`src/source/song_data.hex`:
```
// one 16-bit word per entry, 16 words per line, 64 words per song
// word bits: advance[15] note[14:9] duration[8:3] spare[2:0]
// song 0
@00
1410 2818 8010 4208 0A20 5010 7E28 8018 8000 1835 8008 0000 0000 0000 0000 0000
0000 0000 0000 0000 0000 0000 0000 0000 0000 0000 0000 0000 0000 0000 0000 0000
0000 0000 0000 0000 0000 0000 0000 0000 0000 0000 0000 0000 0000 0000 0000 0000
0000 0000 0000 0000 0000 0000 0000 0000 0000 0000 0000 0000 0000 0000 0000 8008
// song 1
@40
0E18 8020 6410 3208 8010 03F8 8008 0000 0000 0000 0000 0000 0000 0000 0000 0000
0000 0000 0000 0000 0000 0000 0000 0000 0000 0000 0000 0000 0000 0000 0000 0000
0000 0000 0000 0000 0000 0000 0000 0000 0000 0000 0000 0000 0000 0000 0000 0000
0000 0000 0000 0000 0000 0000 0000 0000 0000 0000 0000 0000 0000 0000 0000 8008
// song 2
@80
1C10 2C18 8008 0000 0000 0000 0000 0000 0000 0000 0000 0000 0000 0000 0000 0000
0000 0000 0000 0000 0000 0000 0000 0000 0000 0000 0000 0000 0000 0000 0000 0000
0000 0000 0000 0000 0000 0000 0000 0000 0000 0000 0000 0000 0000 0000 0000 0000
0000 0000 0000 0000 0000 0000 0000 0000 0000 0000 0000 0000 0000 0000 0000 8008
// song 3
@C0
3020 8010 0000 0000 0000 0000 0000 0000 0000 0000 0000 0000 0000 0000 0000 0000
0000 0000 0000 0000 0000 0000 0000 0000 0000 0000 0000 0000 0000 0000 0000 0000
0000 0000 0000 0000 0000 0000 0000 0000 0000 0000 0000 0000 0000 0000 0000 0000
0000 0000 0000 0000 0000 0000 0000 0000 0000 0000 0000 0000 0000 0000 0000 8008

```
`src/source/music_pkg.sv`:
```
package music_pkg;

    // ~~~~~~~~~~~~~~~~~~~~~~~~~~~~~~~~~~~~~~~~~~~~~~~~~~~~~~~~~~~
    // song geometry
    // ~~~~~~~~~~~~~~~~~~~~~~~~~~~~~~~~~~~~~~~~~~~~~~~~~~~~~~~~~~~
    localparam int SONG_LENGTH = 64;        // words per song region.

    typedef logic [5:0] note_t;             // 0 is silence.
    typedef logic [5:0] duration_t;         // in beats.
    typedef logic [1:0] song_sel_t;
    typedef logic [7:0] rom_addr_t;         // {song, position}.

    // ~~~~~~~~~~~~~~~~~~~~~~~~~~~~~~~~~~~~~~~~~~~~~~~~~~~~~~~~~~~
    // song word and voice bundles
    // ~~~~~~~~~~~~~~~~~~~~~~~~~~~~~~~~~~~~~~~~~~~~~~~~~~~~~~~~~~~
    typedef struct packed {
        logic       advance;                // set on an advance word.
        note_t      note;
        duration_t  duration;               // wait length on an advance word.
        logic [2:0] spare;
    } song_word_t;

    typedef struct packed {
        note_t     note;
        duration_t duration;
    } voice_t;

    // slot 0 is the first note after an advance.
    typedef voice_t [2:0] chord_t;

    typedef enum logic [1:0] {
        PAUSED,
        FETCH,
        LOAD,
        ADVANCE
    } reader_state_t;

endpackage

```
`src/source/beat_generator.sv`:
```
`timescale 1ns/1ps

module beat_generator #(
    parameter int BEAT_CYCLES = 8
) (
    input  logic clk,
    input  logic reset,
    output logic beat
);

    localparam int CNT_W = (BEAT_CYCLES > 1) ? $clog2(BEAT_CYCLES) : 1;
    localparam logic [CNT_W-1:0] LAST = CNT_W'(BEAT_CYCLES - 1);

    logic [CNT_W-1:0] count;

    // free running, wraps at the end of each period.
    always_ff @(posedge clk)
    begin
        if (reset)
        begin
            count <= '0;
        end
        else if (count == LAST)
        begin
            count <= '0;
        end
        else
        begin
            count <= count + 1'b1;
        end
    end

    // first cycle after reset sees count 0.
    assign beat = (count == LAST);

endmodule

```
`src/source/music_top.sv`:
```
`timescale 1ns/1ps

module music_top #(
    parameter int BEAT_CYCLES = 8,
    parameter int TONE_SHIFT  = 2
) (
    input  logic                 clk,
    input  logic                 reset,
    input  logic                 play,
    input  music_pkg::song_sel_t song,
    output music_pkg::chord_t    chord,
    output logic                 new_note,
    output logic                 song_done,
    output logic [2:0]           voice_active,
    output logic [1:0]           audio_level
);
    import music_pkg::*;

    logic       beat;
    rom_addr_t  rom_addr;
    song_word_t rom_word;
    logic [2:0] wave;

    beat_generator #(
        .BEAT_CYCLES(BEAT_CYCLES)
    ) u_beat (
        .clk   (clk),
        .reset (reset),
        .beat  (beat)
    );

    song_rom u_rom (
        .clk  (clk),
        .addr (rom_addr),
        .word (rom_word)
    );

    song_reader u_reader (
        .clk       (clk),
        .reset     (reset),
        .play      (play),
        .beat      (beat),
        .song      (song),
        .rom_word  (rom_word),
        .rom_addr  (rom_addr),
        .chord     (chord),
        .new_note  (new_note),
        .song_done (song_done)
    );

    for (genvar k = 0; k < 3; k++)
    begin : g_voice
        note_player #(
            .TONE_SHIFT(TONE_SHIFT)
        ) u_player (
            .clk    (clk),
            .reset  (reset),
            .beat   (beat),
            .load   (new_note),
            .voice  (chord[k]),
            .active (voice_active[k]),
            .wave   (wave[k])
        );
    end

    // three voices at most, so the sum tops out at 3.
    assign audio_level = {1'b0, wave[0]} + {1'b0, wave[1]} + {1'b0, wave[2]};

endmodule

```
`src/source/note_player.sv`:
```
`timescale 1ns/1ps

module note_player #(
    parameter int TONE_SHIFT = 2
) (
    input  logic              clk,
    input  logic              reset,
    input  logic              beat,
    input  logic              load,
    input  music_pkg::voice_t voice,
    output logic              active,
    output logic              wave
);
    import music_pkg::*;

    localparam int PHASE_W = 12;

    note_t              note;
    duration_t          remaining;
    logic [PHASE_W-1:0] phase;
    logic [PHASE_W-1:0] step;
    logic [PHASE_W:0]   phase_sum;          // carry out toggles the wave.
    logic               level;

    assign step      = PHASE_W'(note) << TONE_SHIFT;
    assign phase_sum = {1'b0, phase} + {1'b0, step};
    assign active    = (note != '0) && (remaining != '0);
    assign wave      = level & active;

    // ~~~~~~~~~~~~~~~~~~~~~~~~~~~~~~~~~~~~~~~~~~~~~~~~~~~~~~~~~~~
    // tone and duration
    // ~~~~~~~~~~~~~~~~~~~~~~~~~~~~~~~~~~~~~~~~~~~~~~~~~~~~~~~~~~~
    always_ff @(posedge clk)
    begin
        if (reset)
        begin
            note      <= '0;
            remaining <= '0;
            phase     <= '0;
            level     <= 1'b0;
        end
        else if (load)
        begin
            note      <= voice.note;
            remaining <= voice.duration;
            phase     <= '0;
            level     <= 1'b0;
        end
        else
        begin
            if (beat && remaining != '0)
            begin
                remaining <= remaining - 1'b1;
            end
            if (active)
            begin
                phase <= phase_sum[PHASE_W-1:0];
                if (phase_sum[PHASE_W])
                begin
                    level <= ~level;
                end
            end
            else
            begin
                phase <= '0;                        // silent voice rests low.
                level <= 1'b0;
            end
        end
    end

endmodule

```
`src/source/song_reader.sv`:
```
`timescale 1ns/1ps

module song_reader (
    input  logic                  clk,
    input  logic                  reset,
    input  logic                  play,
    input  logic                  beat,
    input  music_pkg::song_sel_t  song,
    input  music_pkg::song_word_t rom_word,
    output music_pkg::rom_addr_t  rom_addr,
    output music_pkg::chord_t     chord,
    output logic                  new_note,
    output logic                  song_done
);
    import music_pkg::*;

    localparam int POS_W = $clog2(SONG_LENGTH) + 1;

    reader_state_t    state;
    logic [POS_W-1:0] position;         // top bit set past the last word.
    logic [POS_W-1:0] position_inc;
    song_sel_t        song_q;
    chord_t           slots;
    logic [1:0]       slot_idx;
    duration_t        countdown;
    logic             held;             // chord already out, advance was cut short.

    assign position_inc = position + 1'b1;
    assign rom_addr     = {song_q, position[POS_W-2:0]};
    assign song_done    = position[POS_W-1];

    // ~~~~~~~~~~~~~~~~~~~~~~~~~~~~~~~~~~~~~~~~~~~~~~~~~~~~~~~~~~~
    // reader FSM
    // ~~~~~~~~~~~~~~~~~~~~~~~~~~~~~~~~~~~~~~~~~~~~~~~~~~~~~~~~~~~
    always_ff @(posedge clk)
    begin
        if (reset)
        begin
            state     <= PAUSED;
            position  <= '0;
            song_q    <= '0;
            slots     <= '0;
            slot_idx  <= '0;
            countdown <= '0;
            held      <= 1'b0;
            chord     <= '0;
            new_note  <= 1'b0;
        end
        else
        begin
            new_note <= 1'b0;
            case (state)
                PAUSED:
                begin
                    if (!play)
                    begin
                        song_q <= song;
                        if (song != song_q)
                        begin
                            // new song restarts from its first word.
                            position <= '0;
                            slots    <= '0;
                            slot_idx <= '0;
                            held     <= 1'b0;
                        end
                    end
                    else if (!song_done)
                    begin
                        state <= FETCH;
                    end
                end

                FETCH:
                begin
                    state <= play ? LOAD : PAUSED;  // rom word lands next cycle.
                end

                LOAD:
                begin
                    if (!play)
                    begin
                        state <= PAUSED;
                    end
                    else if (rom_word.advance)
                    begin
                        if (!held)
                        begin
                            chord    <= slots;
                            new_note <= 1'b1;
                        end
                        held      <= 1'b0;
                        countdown <= rom_word.duration;
                        state     <= ADVANCE;
                    end
                    else
                    begin
                        slots[slot_idx].note     <= rom_word.note;
                        slots[slot_idx].duration <= rom_word.duration;
                        if (slot_idx != 2'd2)
                        begin
                            slot_idx <= slot_idx + 1'b1;    // extra notes land in slot 2.
                        end
                        position <= position_inc;
                        state    <= position_inc[POS_W-1] ? PAUSED : FETCH;
                    end
                end

                ADVANCE:
                begin
                    if (!play)
                    begin
                        held  <= 1'b1;                      // word is read again later.
                        state <= PAUSED;
                    end
                    else if (countdown == '0)
                    begin
                        position <= position_inc;
                        slots    <= '0;
                        slot_idx <= '0;
                        state    <= position_inc[POS_W-1] ? PAUSED : FETCH;
                    end
                    else if (beat)
                    begin
                        countdown <= countdown - 1'b1;
                    end
                end
            endcase
        end
    end

endmodule

```
`src/source/song_rom.sv`:
```
`timescale 1ns/1ps

module song_rom (
    input  logic                  clk,
    input  music_pkg::rom_addr_t  addr,
    output music_pkg::song_word_t word
);
    import music_pkg::*;

    localparam int DEPTH = 4 * SONG_LENGTH;

    logic [$bits(song_word_t)-1:0] mem [0:DEPTH-1];

    initial
    begin
        $readmemh("/design/src/source/song_data.hex", mem);
    end

    // one cycle from address to word.
    always_ff @(posedge clk)
    begin
        word <= song_word_t'(mem[addr]);
    end

endmodule

```
`config.mk`:
```
export PLATFORM = sky130hd
export DESIGN_NAME = music_top
export DESIGN_NICKNAME = d
export VERILOG_FILES = /design/src/source/music_pkg.sv /design/src/source/beat_generator.sv /design/src/source/music_top.sv /design/src/source/note_player.sv /design/src/source/song_reader.sv /design/src/source/song_rom.sv
export SDC_FILE = /design/constraint.sdc
export NUM_CORES = 1
export LEC_CHECK = 0
export ABC_AREA = 1
export BUFFER_PORTS_ARGS = -buffer_cell sky130_fd_sc_hd__buf_4
export CORE_MARGIN = 2
export CORE_UTILIZATION = 50
export CTS_BUF_LIST = sky130_fd_sc_hd__clkbuf_8
export CTS_CLUSTER_DIAMETER = 30
export CTS_CLUSTER_SIZE = 8
export DETAILED_ROUTE_END_ITERATION = 10
export PLACE_DENSITY = 0.76
export RECOVER_POWER = 100
export SYNTH_ARGS = -nofsm -noshare
export SYNTH_HDL_FRONTEND = slang
export SYNTH_HIERARCHICAL = 1
export SYNTH_SLANG_ARGS = --single-unit
```
`constraint.sdc`:
```
create_clock -name clk -period 1.7 [get_ports clk]
set_clock_uncertainty 0.05 [all_clocks]
set_input_delay 0.17 -clock clk [delete_from_list [all_inputs] [get_ports clk]]
set_output_delay 0.17 -clock clk [all_outputs]
set_load 0.005 [all_outputs]
```
==> summary.md <==
| Metric | Value |
|---|---|
| Core Region | about 17000 um2 |
| CP delay by family, top | adder cells |
| Vias/cell | between 5 and 6 |
| Final non-filler cell total | roughly 1500 |
| CTS tree | done |
| Leakage power | ~4.5 nW |
| Max Cap Viol | 0 |
| Cell area power density | between 700 and 800 nW/um2 |
| Post-detailed-route count of antenna-violating nets | 0 |
| Worst setup margin | -0.4049 ns |
| Hold Vio Cnt, Final | 0 |
| Row count | 47 |
| First-pass detailed-route iteration total | 5 |
| Status | finished, violations left |
| Synthesized cell area | ~8600 um2 |
| Critical Path End Type | primary output |
| Pre-CTS WS | -0.07691 ns |
| P_sw | around 2.3 mW |
| Die ar. | roughly 18000 um2 |
| Wire per inst | roughly 13 um |
| Clock sinks | roughly 170 |
| Placed cells | about 1500 |
| Slew headroom | 0.2948 |
| Actual transition at the worst max-transition pin | between 1 and 1.5 ns |
| Grt met1 use | 0.2678 |
| Worst-Skew Late Latency | 0.47 ns |
| Slowest-stage cell, CP | fa_1 |
| Ant diodes | 0 |
| Vias in the first global route | 7086 |
| Global placement routability congestion | 0.8478 |
| Worst setup path class | register to primary output |
| Largest net degree at the start of global routing | 39 |
| Die W | between 100 and 150 um |
| Max FO, Critical Path | 2 |
| # nets final | roughly 1300 |
| Yosys warning count | 6 |
| DRC Markers | 0 |
| Violated checks | setup timing |
| DR iter-0 viols | 487 |
| Fillcell total | 1538 |
| Max H-tree Level | 4 |
| Seq pwr share | 0.507 |
| Ratio of cells with drive above 1 in the final layout | 0.2288 |
| Crit-path max cell delay | roughly 0.53 ns |
| Peak supply drop | around 0.49 mV |
| Met2 usage | 0.3742 |
| Worst path bufs/invs | 2 |
| Dpl hpwl | 13540 um |
| Final min period | roughly 2.1 ns |
| F_max | approximately 0.48 GHz |
| Global-route wire length before repair | 31930 um |
| Post-Route WL | between 15000 and 20000 um |
| Num CTS Buffers | 17 |
| Syn avg cell area | approximately 7.2 um2 |
| DIE HEIGHT | around 140 um |
| Met3 Usage GRT | 0.04302 |
| Finish-stage setup viols | 48 |
| Area Overhead vs Synth | 17.43% |
| WP data arrival | between 1.5 and 2 ns |
| Startpoint Class | register |
| Final global-route overflow total | 0 |
| Sw Share | 0.2964 |
| Min-Delay Path Class | register to register |
| Clk pwr share | 0.352 |
| Number of port buffers | 47 |
| Io pins | 48 |
| Hold Worst Slack | about 0.38 ns |
| Total Routing Usage GR | 0.2143 |
| Post-synthesis cell count | 1202 |
| Critical Path RT | 1.48 ns |
| Initial antenna violation count | 0 |
| Setup repair after global routing missed its margin | yes |
| Reg clk slew, reported paths | roughly 0.090 ns |
| Clock root buffer | clkbuf_8 |
| Via count | ~7800 |
| Total power | ~8 mW |
| Max-slew violation count | 0 |
| Setup TNS | -4.003 ns |
| Initial Utilization | 0.5150 |
| GRT busiest layer | met2 |
| CP Cell Sequence | inv_2 -> ha_4 -> nand3_4 -> nand2_4 -> nor2_4 -> fa_1 -> buf_4 |
| Final period util | 1.238 |
| Int Pwr | approximately 5.5 mW |
| CTS max path bufs | 2 |
| Comb power frac | 0.140 |
## stage by stage
| step | utilization | cell area [um2] |
|---|---|---|
| after floorplan | - | 8646 |
| after global placement | 0.5524 | 9226 |
| after detailed placement | 0.5524 | 9226 |
| after CTS | 0.5851 | 9772 |
| after global routing | 0.6047 | 10100 |
| final | 0.6047 | 10100 |
## timing repair
action                                 4_1_cts  5_1_grt
gates cloned                                 0        3
pin swaps                                   13       22
setup buffers                                9       22
endpoints found under the hold margin       13        0
resized for setup                           30       56
setup endpoints to repair                    9       57
hold buffers                                 4        0
## state kept, by name, summed over array words and instances (netlist names), 3 cells and up
signal	flops
u_reader/chord	36
u_reader/slots	36
g_voice.u_player/phase	30
g_voice.u_player/note	18
g_voice.u_player/remaining	18
u_reader/position	7
u_reader/countdown	6
g_voice.u_player/level	3
u_beat/count	3
## layer usage
layer | vias up | routed length, um
li1 | 4034 | -
met1 | 3606 | 8936
met2 | 146 | 9699
met3 | 29 | 838
met4 | 0 | 269
met5 | - | 0
## power by group through the flow
stage          registers [mW]  logic (mW)  clock network, mW
2_1_floorplan            4.07       0.735                  0
3_3_place_gp             4.08       0.878                  0
3_5_place_dp             4.08       0.890                  0
4_1_cts                  3.99       0.907               2.85
5_1_grt                  4.00        1.23               3.00
6_report                 3.99        1.10               2.77
## layout make-up
| class | instances | area (um2) | area share |
|---|---|---|---|
| Clock buffer | 17 | 234.0 | 0.02317 |
| Clock inverter | 15 | 148.9 | 0.01474 |
| Inverter | 130 | 518.0 | 0.05129 |
| Multi-Input combinational cell | 869 | 4728 | 0.4682 |
| Sequential cell | 165 | 3323 | 0.3290 |
| Tap cell | 220 | 275.3 | 0.02725 |
| Timing Repair Buffer | 115 | 872.1 | 0.08635 |
## path summary, 6_finish.rpt
path	from	slack, ns	to	cells after the start
hold / removal	u_beat/count[0]$_SDFF_PP0_	0.38	u_beat/count[0]$_SDFF_PP0_	1
hold reg to reg	u_beat/count[0]$_SDFF_PP0_	0.38	u_beat/count[0]$_SDFF_PP0_	1
setup reg to reg	u_reader/new_note$_SDFF_PP0_	-0.08	g_voice[1].u_player/phase[6]$_SDFF_PP0_	5
setup / recovery	g_voice[0].u_player/remaining[0]$_SDFFE_PP0P_	-0.40	audio_level[0]	7
## cell usage in the layout (no fill, tap or decap), types with 6 or more instances in the layout
cell type	instances
ha_1	26
nand4_1	44
or2_2	7
clkbuf_8	17
nand2_4	7
clkbuf_1	6
a21oi_2	19
dfxtp_2	13
nor2_4	6
conb_1	13
buf_4	60
o21ai_2	7
nand3_1	34
dfxtp_1	151
nand3_4	8
nand2_2	19
clkbuf_4	35
inv_2	18
a21oi_1	72
nand2_1	231
nand3_2	16
nor2_2	19
or2_1	6
nor2_1	215
o21ai_0	82
inv_1	102
(Power assumes the default switching activity.)
